**src/prom_pkg.sv**
```systemverilog
// --------------------------------------------------
// 25AA128 SPI EEPROM programmer shared definitions
// opcodes, sequencer states, host addresses and
// the bit layout of the status word
// --------------------------------------------------
package prom_pkg;

    // 25AA128 instruction set
    typedef enum logic [7:0] {
        OP_NOP   = 8'h00,               // no operation
        OP_WRSR  = 8'h01,               // write status reg
        OP_WRITE = 8'h02,               // page write, block window only
        OP_READ  = 8'h03,               // page read
        OP_WRDI  = 8'h04,               // clear write enable latch
        OP_RDSR  = 8'h05,               // read status reg
        OP_WREN  = 8'h06                // set write enable latch
    } prom_op_t;

    typedef enum logic [2:0] {
        ST_IDLE,
        ST_SELECT,
        ST_SEND,
        ST_SEND_BLOCK,
        ST_RECV,
        ST_DESELECT
    } prom_state_t;

    // --------------------------------------------------
    // host address map
    // --------------------------------------------------
    localparam logic [15:0] REG_CMD_ADDR = 16'h000a;   // command register
    localparam logic [3:0]  BLK_REGION   = 4'h2;       // top nibble of block window

    // page geometry, 64 bytes
    localparam int PAGE_QUADS = 16;
    localparam int QIDX_W     = 5;                     // index counts up to 16 and past

    // half-cycle counter, 2*bits-1
    localparam int          NHALF_W    = 6;
    localparam logic [5:0]  WORD_NHALF = 6'd63;        // one full quadlet

    // --------------------------------------------------
    // prom_status layout
    // --------------------------------------------------
    localparam int STAT_DEBUG_LSB = 16;                // 31:16 debug word
    localparam int STAT_CS        = 7;
    localparam int STAT_SCLK      = 6;
    localparam int STAT_MISO      = 5;
    localparam int STAT_MOSI      = 4;
    localparam int STAT_BLK_WRT   = 3;
    localparam int STAT_STATE_MSB = 2;                 // 2:0 sequencer state

endpackage

```
**src/prom_block_buffer.sv**
```systemverilog
// --------------------------------------------------
// page buffer for the EEPROM programmer
// takes host block writes in index order, logs
// address errors, stores READ data and serves
// registered host readback
// --------------------------------------------------
`timescale 1ns/10ps

module prom_block_buffer (
    input  logic                          clk,
    input  logic                          reset,
    input  logic [15:0]                   reg_waddr,
    input  logic [15:0]                   reg_raddr,
    input  logic                          reg_wen,
    input  logic                          blk_wstart,
    input  logic                          blk_wen,
    input  logic [31:0]                   prom_cmd,
    input  logic                          seq_idle,
    input  logic                          clr_index,
    input  logic                          cap_wen,
    input  logic [31:0]                   cap_data,
    input  logic [prom_pkg::QIDX_W-1:0]   rd_index,
    output logic                          blk_wrt,
    output logic [prom_pkg::QIDX_W-1:0]   wr_index,
    output logic [31:0]                   buf_rdata,
    output logic [31:0]                   prom_rdata,
    output logic [15:0]                   debug_word
);
    import prom_pkg::*;

    logic [31:0] mem [PAGE_QUADS];         // page storage
    logic        blk_win;                  // write address in block window
    logic        blk_acc;                  // in-order quadlet
    logic        blk_bad;                  // out-of-order quadlet

    assign blk_win = (reg_waddr[15:12] == BLK_REGION);
    assign blk_acc = blk_win && reg_wen && blk_wrt && (reg_waddr[3:0] == wr_index[3:0]);
    assign blk_bad = blk_win && reg_wen && blk_wrt && (reg_waddr[3:0] != wr_index[3:0]);

    assign buf_rdata = mem[rd_index[3:0]];  // sequencer side, no latency

    // --------------------------------------------------
    // block flag, write index and error log
    // --------------------------------------------------
    always_ff @(posedge clk) begin
        if (!reset) begin
            blk_wrt    <= 1'b0;
            wr_index   <= '0;
            debug_word <= '0;
        end else if (clr_index) begin                   // new command
            blk_wrt  <= 1'b0;
            wr_index <= '0;
        end else if (blk_win && blk_wstart && seq_idle && !blk_wrt) begin
            blk_wrt    <= 1'b1;
            wr_index   <= '0;
            debug_word <= '0;                            // fresh error log
        end else if (blk_acc) begin
            wr_index <= wr_index + 1'b1;
        end else if (blk_bad) begin
            // bad nibble, then the index we wanted
            debug_word <= {4'h0, reg_waddr[3:0], 3'h0, wr_index};
        end else if (blk_win && blk_wen) begin
            blk_wrt <= 1'b0;                             // host done, stream may go on
        end else if (cap_wen) begin
            wr_index <= wr_index + 1'b1;                 // READ fill
        end
    end

    // storage and host readback
    always_ff @(posedge clk) begin
        if (blk_acc)
            mem[wr_index[3:0]] <= prom_cmd;              // wraps for the 17th quadlet
        else if (cap_wen)
            mem[wr_index[3:0]] <= cap_data;
        prom_rdata <= (reg_raddr[15:12] == BLK_REGION) ? mem[reg_raddr[3:0]] : 32'd0;
    end

endmodule

```
**src/prom_spi_shifter.sv**
```systemverilog
// --------------------------------------------------
// SPI bit engine, mode 0
// half-cycle counter makes sclk, shifts one word
// out MSB first or samples miso into rx_word
// --------------------------------------------------
`timescale 1ns/10ps

module prom_spi_shifter (
    input  logic                          clk,
    input  logic                          reset,
    input  logic                          shift_start,
    input  logic [31:0]                   tx_word,
    input  logic [prom_pkg::NHALF_W-1:0]  n_half,
    input  logic                          rx_mode,
    input  logic                          prom_miso,
    output logic                          prom_sclk,
    output logic                          prom_mosi,
    output logic [31:0]                   rx_word,
    output logic                          word_done
);
    import prom_pkg::*;

    logic               active;            // word in flight
    logic [NHALF_W-1:0] cnt;               // half-cycle count
    logic [NHALF_W-1:0] n_half_q;          // terminal count
    logic [31:0]        shreg;             // tx shift reg

    assign prom_sclk = cnt[0];             // odd count = sclk high
    assign prom_mosi = shreg[31];
    assign word_done = active && (cnt == n_half_q);

    // --------------------------------------------------
    // counter and tx shift
    // --------------------------------------------------
    always_ff @(posedge clk) begin
        if (!reset) begin
            active <= 1'b0;
            cnt    <= '0;
            shreg  <= '0;                  // mosi low out of reset
        end else if (shift_start) begin    // also back to back on word_done
            active <= 1'b1;
            cnt    <= '0;
            shreg  <= tx_word;
        end else if (active) begin
            if (word_done) begin
                active <= 1'b0;
                cnt    <= '0;              // sclk drops
            end else begin
                cnt <= cnt + 1'b1;
            end
            if (cnt[0] && !rx_mode)
                shreg <= {shreg[30:0], 1'b0};   // next bit as sclk falls
        end
    end

    // rx side, sample as sclk goes high
    always_ff @(posedge clk) begin
        if (shift_start) begin
            n_half_q <= n_half;
            rx_word  <= '0;                // short reads come back zero padded
        end else if (active && rx_mode && !cnt[0]) begin
            rx_word <= {rx_word[30:0], prom_miso};
        end
    end

endmodule

```
**src/prom_sequencer.sv**
```systemverilog
// --------------------------------------------------
// EEPROM command sequencer
// decodes command writes, picks transfer lengths
// per opcode, walks chip select through the send,
// receive and block stream phases, sets the result
// --------------------------------------------------
`timescale 1ns/10ps

module prom_sequencer (
    input  logic                          clk,
    input  logic                          reset,
    input  logic [15:0]                   reg_waddr,
    input  logic                          reg_wen,
    input  logic [31:0]                   prom_cmd,
    input  logic                          blk_wrt,
    input  logic [prom_pkg::QIDX_W-1:0]   wr_index,
    input  logic [31:0]                   buf_rdata,
    input  logic [31:0]                   rx_word,
    input  logic                          word_done,
    output logic                          prom_cs,
    output logic                          seq_idle,
    output logic                          clr_index,
    output logic                          cap_wen,
    output logic [31:0]                   cap_data,
    output logic [prom_pkg::QIDX_W-1:0]   rd_index,
    output logic                          shift_start,
    output logic [31:0]                   tx_word,
    output logic [prom_pkg::NHALF_W-1:0]  n_half,
    output logic                          rx_mode,
    output logic [31:0]                   prom_result,
    output prom_pkg::prom_state_t         state
);
    import prom_pkg::*;

    prom_op_t           op;
    logic               cmd_wen;           // write to command reg
    logic [31:0]        cmd_q;             // command quadlet to send
    logic [NHALF_W-1:0] send_n;            // tx half-cycles minus 1
    logic [NHALF_W-1:0] recv_n;            // rx half-cycles minus 1, 0 = none
    logic               page_rd;           // READ, rx goes to buffer
    logic               blk_mode;          // streamed page write
    logic               last_quad;

    assign op        = prom_op_t'(prom_cmd[31:24]);
    assign cmd_wen   = reg_wen && (reg_waddr == REG_CMD_ADDR);
    assign seq_idle  = (state == ST_IDLE);
    assign clr_index = seq_idle && cmd_wen;           // command start
    assign rx_mode   = (state == ST_RECV);
    assign cap_wen   = rx_mode && word_done && page_rd;
    assign cap_data  = rx_word;
    assign last_quad = (wr_index == QIDX_W'(PAGE_QUADS - 1));

    always_ff @(posedge clk) begin
        if (clr_index)
            cmd_q <= prom_cmd;
    end

    // --------------------------------------------------
    // shifter control
    // --------------------------------------------------
    always_comb begin
        shift_start = 1'b0;
        tx_word     = 32'd0;               // rx phases send zeros
        n_half      = recv_n;
        case (state)
            ST_SELECT: begin
                shift_start = 1'b1;
                tx_word     = blk_mode ? buf_rdata : cmd_q;   // quadlet 0 when streaming
                n_half      = blk_mode ? WORD_NHALF : send_n;
            end
            ST_SEND:       shift_start = word_done && (recv_n != '0);
            ST_SEND_BLOCK: begin
                shift_start = word_done && (rd_index != wr_index);
                tx_word     = buf_rdata;
                n_half      = WORD_NHALF;
            end
            ST_RECV:       shift_start = word_done && page_rd && !last_quad;
            default: ;
        endcase
    end

    // --------------------------------------------------
    // phase FSM
    // --------------------------------------------------
    always_ff @(posedge clk) begin
        if (!reset) begin
            state       <= ST_IDLE;
            prom_cs     <= 1'b1;
            prom_result <= '0;
            send_n      <= '0;
            recv_n      <= '0;
            page_rd     <= 1'b0;
            blk_mode    <= 1'b0;
            rd_index    <= '0;
        end else begin
            case (state)
                ST_IDLE: begin
                    if (cmd_wen) begin
                        blk_mode <= 1'b0;
                        page_rd  <= 1'b0;
                        recv_n   <= '0;
                        case (op)
                            OP_WREN, OP_WRDI: begin
                                send_n <= 6'd15;            // opcode only
                                state  <= ST_SELECT;
                            end
                            OP_RDSR: begin
                                send_n <= 6'd15;
                                recv_n <= 6'd15;            // one status byte
                                state  <= ST_SELECT;
                            end
                            OP_WRSR: begin
                                send_n <= 6'd31;            // opcode + new status
                                state  <= ST_SELECT;
                            end
                            OP_READ: begin
                                send_n  <= 6'd47;           // opcode + 16-bit addr
                                recv_n  <= WORD_NHALF;
                                page_rd <= 1'b1;
                                state   <= ST_SELECT;
                            end
                            OP_NOP, OP_WRITE: ;             // WRITE goes through block window
                            default: ;
                        endcase
                    end else if (blk_wrt && (wr_index != '0)) begin
                        blk_mode <= 1'b1;                   // first quadlet is in
                        rd_index <= '0;
                        state    <= ST_SELECT;
                    end
                end
                ST_SELECT: begin
                    prom_cs     <= 1'b0;
                    prom_result <= '0;
                    if (blk_mode) begin
                        rd_index <= rd_index + 1'b1;        // quadlet 0 loaded
                        state    <= ST_SEND_BLOCK;
                    end else begin
                        state <= ST_SEND;
                    end
                end
                ST_SEND: begin
                    if (word_done)
                        state <= (recv_n != '0) ? ST_RECV : ST_DESELECT;
                end
                ST_SEND_BLOCK: begin
                    if (word_done) begin
                        if (rd_index == wr_index) begin     // caught up with host
                            prom_result <= 32'(rd_index);
                            state       <= ST_DESELECT;
                        end else begin
                            rd_index <= rd_index + 1'b1;
                        end
                    end
                end
                ST_RECV: begin
                    if (word_done) begin
                        if (!page_rd) begin
                            prom_result <= rx_word;         // status byte
                            state       <= ST_DESELECT;
                        end else if (last_quad) begin
                            prom_result <= 32'(PAGE_QUADS);
                            state       <= ST_DESELECT;
                        end
                    end
                end
                ST_DESELECT: begin
                    prom_cs <= 1'b1;
                    state   <= ST_IDLE;
                end
                default: state <= ST_IDLE;
            endcase
        end
    end

endmodule

```
**src/prom_programmer.sv**
```systemverilog
// --------------------------------------------------
// 25AA128 SPI EEPROM programmer, top level
// page buffer, SPI shifter and command sequencer
// --------------------------------------------------
`timescale 1ns/10ps

module prom_programmer (
    input  logic        clk,
    input  logic        reset,
    input  logic [15:0] reg_waddr,
    input  logic [15:0] reg_raddr,
    input  logic        reg_wen,
    input  logic        blk_wstart,
    input  logic        blk_wen,
    input  logic [31:0] prom_cmd,
    output logic [31:0] prom_status,
    output logic [31:0] prom_result,
    output logic [31:0] prom_rdata,
    output logic        prom_cs,
    output logic        prom_sclk,
    output logic        prom_mosi,
    input  logic        prom_miso
);
    import prom_pkg::*;

    logic               blk_wrt;
    logic [QIDX_W-1:0]  wr_index;
    logic [QIDX_W-1:0]  rd_index;
    logic [31:0]        buf_rdata;
    logic [15:0]        debug_word;
    logic               seq_idle;
    logic               clr_index;
    logic               cap_wen;
    logic [31:0]        cap_data;
    logic               shift_start;
    logic [31:0]        tx_word;
    logic [NHALF_W-1:0] n_half;
    logic               rx_mode;
    logic [31:0]        rx_word;
    logic               word_done;
    prom_state_t        state;

    // --------------------------------------------------
    // status word
    // --------------------------------------------------
    assign prom_status[31:STAT_DEBUG_LSB]         = debug_word;
    assign prom_status[STAT_DEBUG_LSB-1:STAT_CS+1] = '0;   // unused
    assign prom_status[STAT_CS]                   = prom_cs;
    assign prom_status[STAT_SCLK]                 = prom_sclk;
    assign prom_status[STAT_MISO]                 = prom_miso;
    assign prom_status[STAT_MOSI]                 = prom_mosi;
    assign prom_status[STAT_BLK_WRT]              = blk_wrt;
    assign prom_status[STAT_STATE_MSB:0]          = state;

    prom_block_buffer buf_inst (
        .clk, .reset, .reg_waddr, .reg_raddr, .reg_wen, .blk_wstart, .blk_wen,
        .prom_cmd, .seq_idle, .clr_index, .cap_wen, .cap_data, .rd_index,
        .blk_wrt, .wr_index, .buf_rdata, .prom_rdata, .debug_word
    );

    prom_spi_shifter shifter_inst (
        .clk, .reset, .shift_start, .tx_word, .n_half, .rx_mode, .prom_miso,
        .prom_sclk, .prom_mosi, .rx_word, .word_done
    );

    prom_sequencer seq_inst (
        .clk, .reset, .reg_waddr, .reg_wen, .prom_cmd, .blk_wrt, .wr_index,
        .buf_rdata, .rx_word, .word_done,
        .prom_cs, .seq_idle, .clr_index, .cap_wen, .cap_data, .rd_index,
        .shift_start, .tx_word, .n_half, .rx_mode, .prom_result, .state
    );

endmodule

```
**config.mk**
```make
export PLATFORM = sky130hd
export DESIGN_NAME = prom_programmer
export DESIGN_NICKNAME = d
export VERILOG_FILES = /design/src/prom_pkg.sv /design/src/prom_block_buffer.sv /design/src/prom_spi_shifter.sv /design/src/prom_sequencer.sv /design/src/prom_programmer.sv
export SDC_FILE = /design/constraint.sdc
export NUM_CORES = 1
export LEC_CHECK = 0
export BUFFER_PORTS_ARGS = -buffer_cell sky130_fd_sc_hd__buf_2
export CAP_MARGIN = 25
export CORE_MARGIN = 2
export CORE_UTILIZATION = 45
export CTS_BUF_LIST = sky130_fd_sc_hd__clkbuf_8
export DETAILED_ROUTE_END_ITERATION = 12
export PLACE_DENSITY_LB_ADDON = 0.15
export RECOVER_POWER = 50
export SETUP_SLACK_MARGIN = 0.02
export SLEW_MARGIN = 15
export SYNTH_ARGS = -nofsm -noshare
export SYNTH_HDL_FRONTEND = slang
export SYNTH_SLANG_ARGS = --single-unit
```
**constraint.sdc**
```tcl
create_clock -name clk -period 5.8 [get_ports clk]
set_input_delay 0.87 -clock clk [delete_from_list [all_inputs] [get_ports clk]]
set_output_delay 0.87 -clock clk [all_outputs]
set_load 0.01 [all_outputs]
```
# After elaboration in Yosys (flattened, before gate mapping)

Memories as Yosys holds them, arrays and structs flattened. A register that Yosys moved wholly into a read port is not among the register bits.
Index checks and enable logic that the tools add are counted.

Word-level logic and storage cells: 173
Bits in registers: 186
Memories kept: 1
Bits of input ports: 70
Output and inout port bits: 99
RAM bits: 512

Bitwise gates (word level): 3
Equal/unequal tests: 34
Add/subtract/negate cells: 3
Reductions and logical operators: 54
Multiplexer cells: 61

Memories:

| memory       | depth | width | rd ports | clocked after memory_dff | write ports | RTL line                | RTL |
|---|---|---|---|---|---|---|---|
| buf_inst.mem | 16    | 32    | 2        | 2                        | 1           | prom_block_buffer.sv:31 | `logic [31:0] mem [PAGE_QUADS];` |

Operator list:

| cell                  | number |
|---|---|
| $mux W32              | 10 |
| $pmux W32 S3          | 1 |
| $pmux W32 S2          | 1 |
| $mux W16              | 3 |
| $mux W5               | 9 |
| $mux W3               | 9 |
| $eq A8 B3 Y1 const B  | 3 |
| $pmux W6 S2           | 2 |
| $logic_and A1 B1 Y1   | 21 |
| $pmux W6 S3           | 1 |
| $mux W1               | 17 |
| $eq A16 B4 Y1 const B | 1 |
| $ne A2 B1 Y1 const B  | 8 |
| $pmux W3 S5           | 1 |
| $pmux W5 S3           | 1 |
| $reduce_bool A2 Y1    | 7 |
| $mux W6               | 2 |
| $reduce_and A3 Y1     | 4 |
| $add A5 B1 Y5 const B | 2 |
| $reduce_bool A3 Y1    | 3 |
| $eq A4 B2 Y1 const B  | 2 |
| $eq A8 B1 Y1 const B  | 1 |
| $eq A8 B2 Y1 const B  | 1 |
| $mux W4               | 2 |
| other kinds (28)      | 43 |

# Logic depth before layout (Yosys ltp)

Word-level depth: 8
Gate-level depth with buffers: 10
Depth with buffers taken out: 9

# Cells and area by module

From an unflattened synthesis, not the netlist that was laid out.

Cell total of the unflattened synthesis: 1,956
Area, all modules: 32,618.8 um^2

By module, submodules not included:

| module            | times used | cells an instance | area each (um^2) | seq. area each (um^2) |
|---|---|---|---|---|
| prom_block_buffer | 1          | 1,174             | 25,415.6         | 16,315.6 |
| prom_sequencer    | 1          | 403               | 3,887.5          | 1,901.8 |
| prom_spi_shifter  | 1          | 365               | 3,214.3          | 1,601.5 |
| prom_programmer   | 1          | 14                | 101.3            | 0.0 |

# Worst setup path before layout

OpenSTA, ideal clock, no wires.

Path kind: input -> register
Start: input reg_waddr[12]
End: memory buf_inst.mem[1][0] (enable)
Path slack: 1.035 ns
Arrival time: 4.304 ns
Data required time: 5.339 ns
Cell stages on the path: 6
Setup time: 0.461 ns
Path through: nor4b_1 -> nand3_1 -> nor2_1 -> a31o_2 -> nand2_1 -> nor3_1

Cells in the longest elaborated chain, start to end: 7
Elaborated cells on any way between the ends: 9
Those cells by class: eq/ne (1); mux (4); bitwise (1); reduce/logical (3)

Ends and longest elaborated chain:

| element                             | RTL line                                         | RTL |
|---|---|---|
| start: declaration                  | prom_programmer.sv:10                            | `input logic [15:0] reg_waddr,` |
| $eq A4 B2 Y1 *                      | prom_block_buffer.sv:36                          | `assign blk_win = (reg_waddr[15:12] == BLK_REGION);` |
| $logic_and A1 B1 Y1 * (3 in series) | prom_block_buffer.sv:37                          | `assign blk_acc = blk_win && reg_wen && blk_wrt && (reg_waddr[3:0] == wr_index[3:0]);` |
| $mux W1                             | prom_block_buffer.sv:71                          | `if (blk_acc)` |
| $mux W1, on equally long branches   | prom_block_buffer.sv:72, prom_block_buffer.sv:74 |  |
| $or A1 B1 Y1 (no line) *            | --                                               |  |
| end: declaration                    | prom_block_buffer.sv:31                          |  |

Mark *: on every way between the ends. The rest lies on a longest branch, timed or not.

# Worst setup path in the final report

Start: register seq_inst.state[1]
End: memory buf_inst.mem[1][20] (data pin)

Cells in the longest elaborated chain, start to end: 7

Ends and longest elaborated chain:

| element                           | RTL line                | RTL |
|---|---|---|
| start: declaration                | prom_sequencer.sv:31    | `output prom_pkg::prom_state_t state` |
| start signal: assignment          | prom_sequencer.sv:143   | `state <= (recv_n != '0) ? ST_RECV : ST_DESELECT;` |
| $eq A3 B3 Y1                      | prom_sequencer.sv:48    | `assign rx_mode = (state == ST_RECV);` |
| $logic_and A1 B1 Y1 (2 in series) | prom_sequencer.sv:49    | `assign cap_wen = rx_mode && word_done && page_rd;` |
| $mux W1                           | prom_block_buffer.sv:73 | `else if (cap_wen)` |
| $mux W1                           | prom_block_buffer.sv:71 |  |
| $mux W1 (not written as such)     | prom_block_buffer.sv:74 | `mem[wr_index[3:0]] <= cap_data;` |
| $mux W32 (no line)                | --                      |  |

No other way between the ends.

==> metrics <==
GRT Util Overall=24.0%; switching pwr=2.54 mW; Seq pwr share=52.4%; Final Worst Setup Slack=1140 ps; level count of the clock H-tree=3; Std-Cell Rows=98; total leakage power=11.3 nW; sort of element at the start of the critical path=flip-flop; most frequently used flop master after synthesis=sky130_fd_sc_hd__edfxtp_1; failing checks=capacitance limit, slew limit; Register Area=19,800 um^2; clock insertion delay at the later pin of the skew report=730 ps; largest fanout on the critical path=46; total number of vias=19,900; CTS root buffer=sky130_fd_sc_hd__clkbuf_8; Warnings, synthesis=0; Synth async-reset ratio=0%; largest buffer count on any clock path=3; power density cells=297 nW/um^2; post-route worst hold slack=320 ps; share of the clock period used by the worst path after layout=80.3%; type of the setup path with the least slack=reg -> reg; effective utilization at floorplan=45.3%; largest vdd supply drop=0.207 mV; Post-Synthesis Cells=2,127; Final Slew Violations=172; Remaining DRCs=0; # nets final=2,355; pin slew with the least headroom to its limit=2420 ps; clock tree from TritonCTS=done; final core occ=51.0%; fraction of layout cells with a size suffix above 1=23.6%; Detailed Place HPWL=52,100 um; maximum number of pins on one net before global-route repair=82; Design Power=10.8 mW; clock sink count=716; vias in the first global route=20,400; register clock-pin slew on the reported worst setup and hold paths=70 ps; area occupied by multi-input gates=11,800 um^2; pre-CTS setup slack=1570 ps; WL/cell=26.6 um; final wirelength=88,800 um; number of fill cells=6,079; synthesized area=32,300 um^2; sw frac=23.6%; Synth-to-Final Area Change=12.6%; outcome=complete, but fails checks; RePlAce Congestion=0.803; total core area=71,200 um^2; worst relative slew slack=-61.6%; clock power share=41.1%; Post-Syn Area per Cell=15.2 um^2; width of the die=272 um; portion of synthesized cell area occupied by the leading cell type=50.9%; number of optimization iterations in the first detailed-route pass=5; post-CTS setup buffer count=0; CTS Buf Count=117; number of ports placed on the die boundary=169; register bit count reported by yosys=716; combinational fraction of design power=6.5%; average vias per placed instance=5.98; setup repair after global routing missed its margin=false; post-synth top area cell=sky130_fd_sc_hd__edfxtp_1; wire length of the first global-routing pass=131,000 um; setup TNS=0 ps; post-route antenna net violation count=0; number of buffer cells added on primary ports=145; number of distinct library cells after synthesis=72; skew final=35.3 ps; Arr. time, crit path=5040 ps; time the final worst path needs with I/O delays and setup=4660 ps; share of the yosys chip area belonging to registers=61.4%; number of flops mapped to enable cells by yosys=547; CP endpoint kind=flip-flop; floorplan die area=73,900 um^2; initial antenna violation count=2; synth cell count leaders=sky130_fd_sc_hd__edfxtp_1 (547), sky130_fd_sc_hd__mux4_2 (210), sky130_fd_sc_hd__mux2i_1 (187), sky130_fd_sc_hd__nand2_1 (180), sky130_fd_sc_hd__dfxtp_1 (169); critical path required time=6180 ps; Overflow after GRT=0; final setup violating endpoints=0; highest clock frequency the design can meet=215 MHz; most frequent cell after synthesis=sky130_fd_sc_hd__edfxtp_1; worst min-delay path class=in -> reg; Hold-fix buffers, CTS=0; number of hold-slack violations in the final timing report=0; Cell Int Power=8.25 mW; top cells by area in the synthesized netlist=sky130_fd_sc_hd__edfxtp_1 (51%), sky130_fd_sc_hd__mux4_2 (15%), sky130_fd_sc_hd__dfxtp_1 (10%), sky130_fd_sc_hd__mux2i_1 (5.8%), sky130_fd_sc_hd__nand2_1 (2.1%); vertical extent of the die=272 um; number of DRC markers after the initial detailed-route iteration=1,916; max_cap viols=4; count of cells resized by post-cts repair=0
==> power groups by stage <==
stage	clock, mW	sequential (mW)	combinational, mW
finish	4.44	5.65	0.702
global route	4.76	5.65	0.760
CTS	4.52	5.65	0.715
detailed placement	0	5.75	0.713
global placement	0	5.75	0.699
floorplan	0	5.73	0.526
==> final timing paths <==
kind                                               start                  endpoint  slack [ps]  cells past startpoint
worst max-delay path                   seq_inst.state[1]       buf_inst.mem[1][20]        1140                      4
worst min-delay path                        prom_cmd[17]        seq_inst.cmd_q[17]         320                      1
worst max register to register         seq_inst.state[1]       buf_inst.mem[1][20]        1140                      4
worst min register to register  seq_inst.prom_result[26]  seq_inst.prom_result[26]         460                      2
==> layer usage <==
metal	part of all wire (%)	global-route usage, %	vias up	wire [um]
met4	2.3	7.32	0	2020
met1	42	32.4	10200	36900
li1	-	-	8793	-
met5	0	0	-	0
met3	7.1	4.30	136	6330
met2	49	39.7	767	43500
==> worst max-delay path, stage by stage, from the launching register on <==
cell and delay (ps):
sky130_fd_sc_hd__dfxtp_1 1580, sky130_fd_sc_hd__nor3b_2 390, sky130_fd_sc_hd__nand4b_1 230, sky130_fd_sc_hd__clkbuf_1 1410, sky130_fd_sc_hd__mux2_1 640
==> through the flow <==
| step | instances | area (um^2) |
|---|---|---|
| after floorplan | 2141 | 32300 |
| after global placement | 3105 | 34100 |
| after detailed placement | 3107 | 34200 |
| after CTS | 3331 | 36500 |
| after global routing | 3334 | 36300 |
| final | 3335 | 36400 |
==> placed cells by master, fill, tap and decap left out, drive strengths merged, types with 4 or more instances in the layout <==
master  Yosys  layout
a211oi      6       6
a221oi     31      31
inv        13      46
conb        1      15
a31oi       4       4
clkbuf    104     247
o21a        4       4
xnor2      13      13
a21oi      54      54
mux4      210     210
mux2i     187     187
ha          7       7
o311ai     25      25
nand2     180     180
or3         7       7
xor2        4       4
a22oi       4       4
mux2       43      43
bufinv      0       7
o31ai       4       4
nor3       45      45
nand4       7       7
nand3      28      28
buf        82      85
nor2      110     110
nor2b      35      35
o22ai      52      52
dfxtp     169     169
o21ai      37      37
nand2b      4       4
edfxtp    547     547
o221a      37      37
clkinv      0      53
o22a        4       4
nand3b      5       5
a211o      25      25
a221o       4       4
==> sequential cells by signal (all words and copies together), names as in the netlist, named ones only <==
signal / count
shifter_inst.cnt: 6
buf_inst.wr_index: 5
buf_inst.debug_word: 9
shifter_inst.shreg: 32
shifter_inst.n_half_q: 3
seq_inst.state: 3
seq_inst.rd_index: 5
seq_inst.recv_n: 2
seq_inst.cmd_q: 32
seq_inst.send_n: 3
shifter_inst.rx_word: 32
buf_inst.blk_wrt: 1
seq_inst.blk_mode: 1
seq_inst.prom_result: 32
shifter_inst.active: 1
buf_inst.prom_rdata: 32
buf_inst.mem: 512
seq_inst.prom_cs: 1
==> cells by family (layout without fill, tap and decap cells) <==
| kind of cell | Yosys count | in the layout | share of synthesized area [%] |
|---|---|---|---|
| DFF | 716 | 716 | 61.4 |
| and+or+nand+nor | 442 | 442 | 6.19 |
| muxes | 440 | 440 | 21.9 |
| AOI/OAI and AO/OA | 305 | 305 | 7.01 |
| buffers and inverters | 199 | 441 | 2.76 |
| xor gates and xnor gates | 17 | 17 | 0.461 |
| adders and majority gates | 7 | 7 | 0.271 |
| other | 1 | 17 | 0.0116 |
==> cell type report <==
cell class,count,share of cell area [%]
Antenna cell,2,0.0138
Clock buffer,129,4.88
Clock inverter,95,1.67
Inverter,13,0.134
Multi-Input combinational cell,1226,32.4
Sequential cell,716,54.5
Tap cell,950,3.27
Timing Repair Buffer,204,3.15
Note: power is estimated with default switching activity, not from simulation.
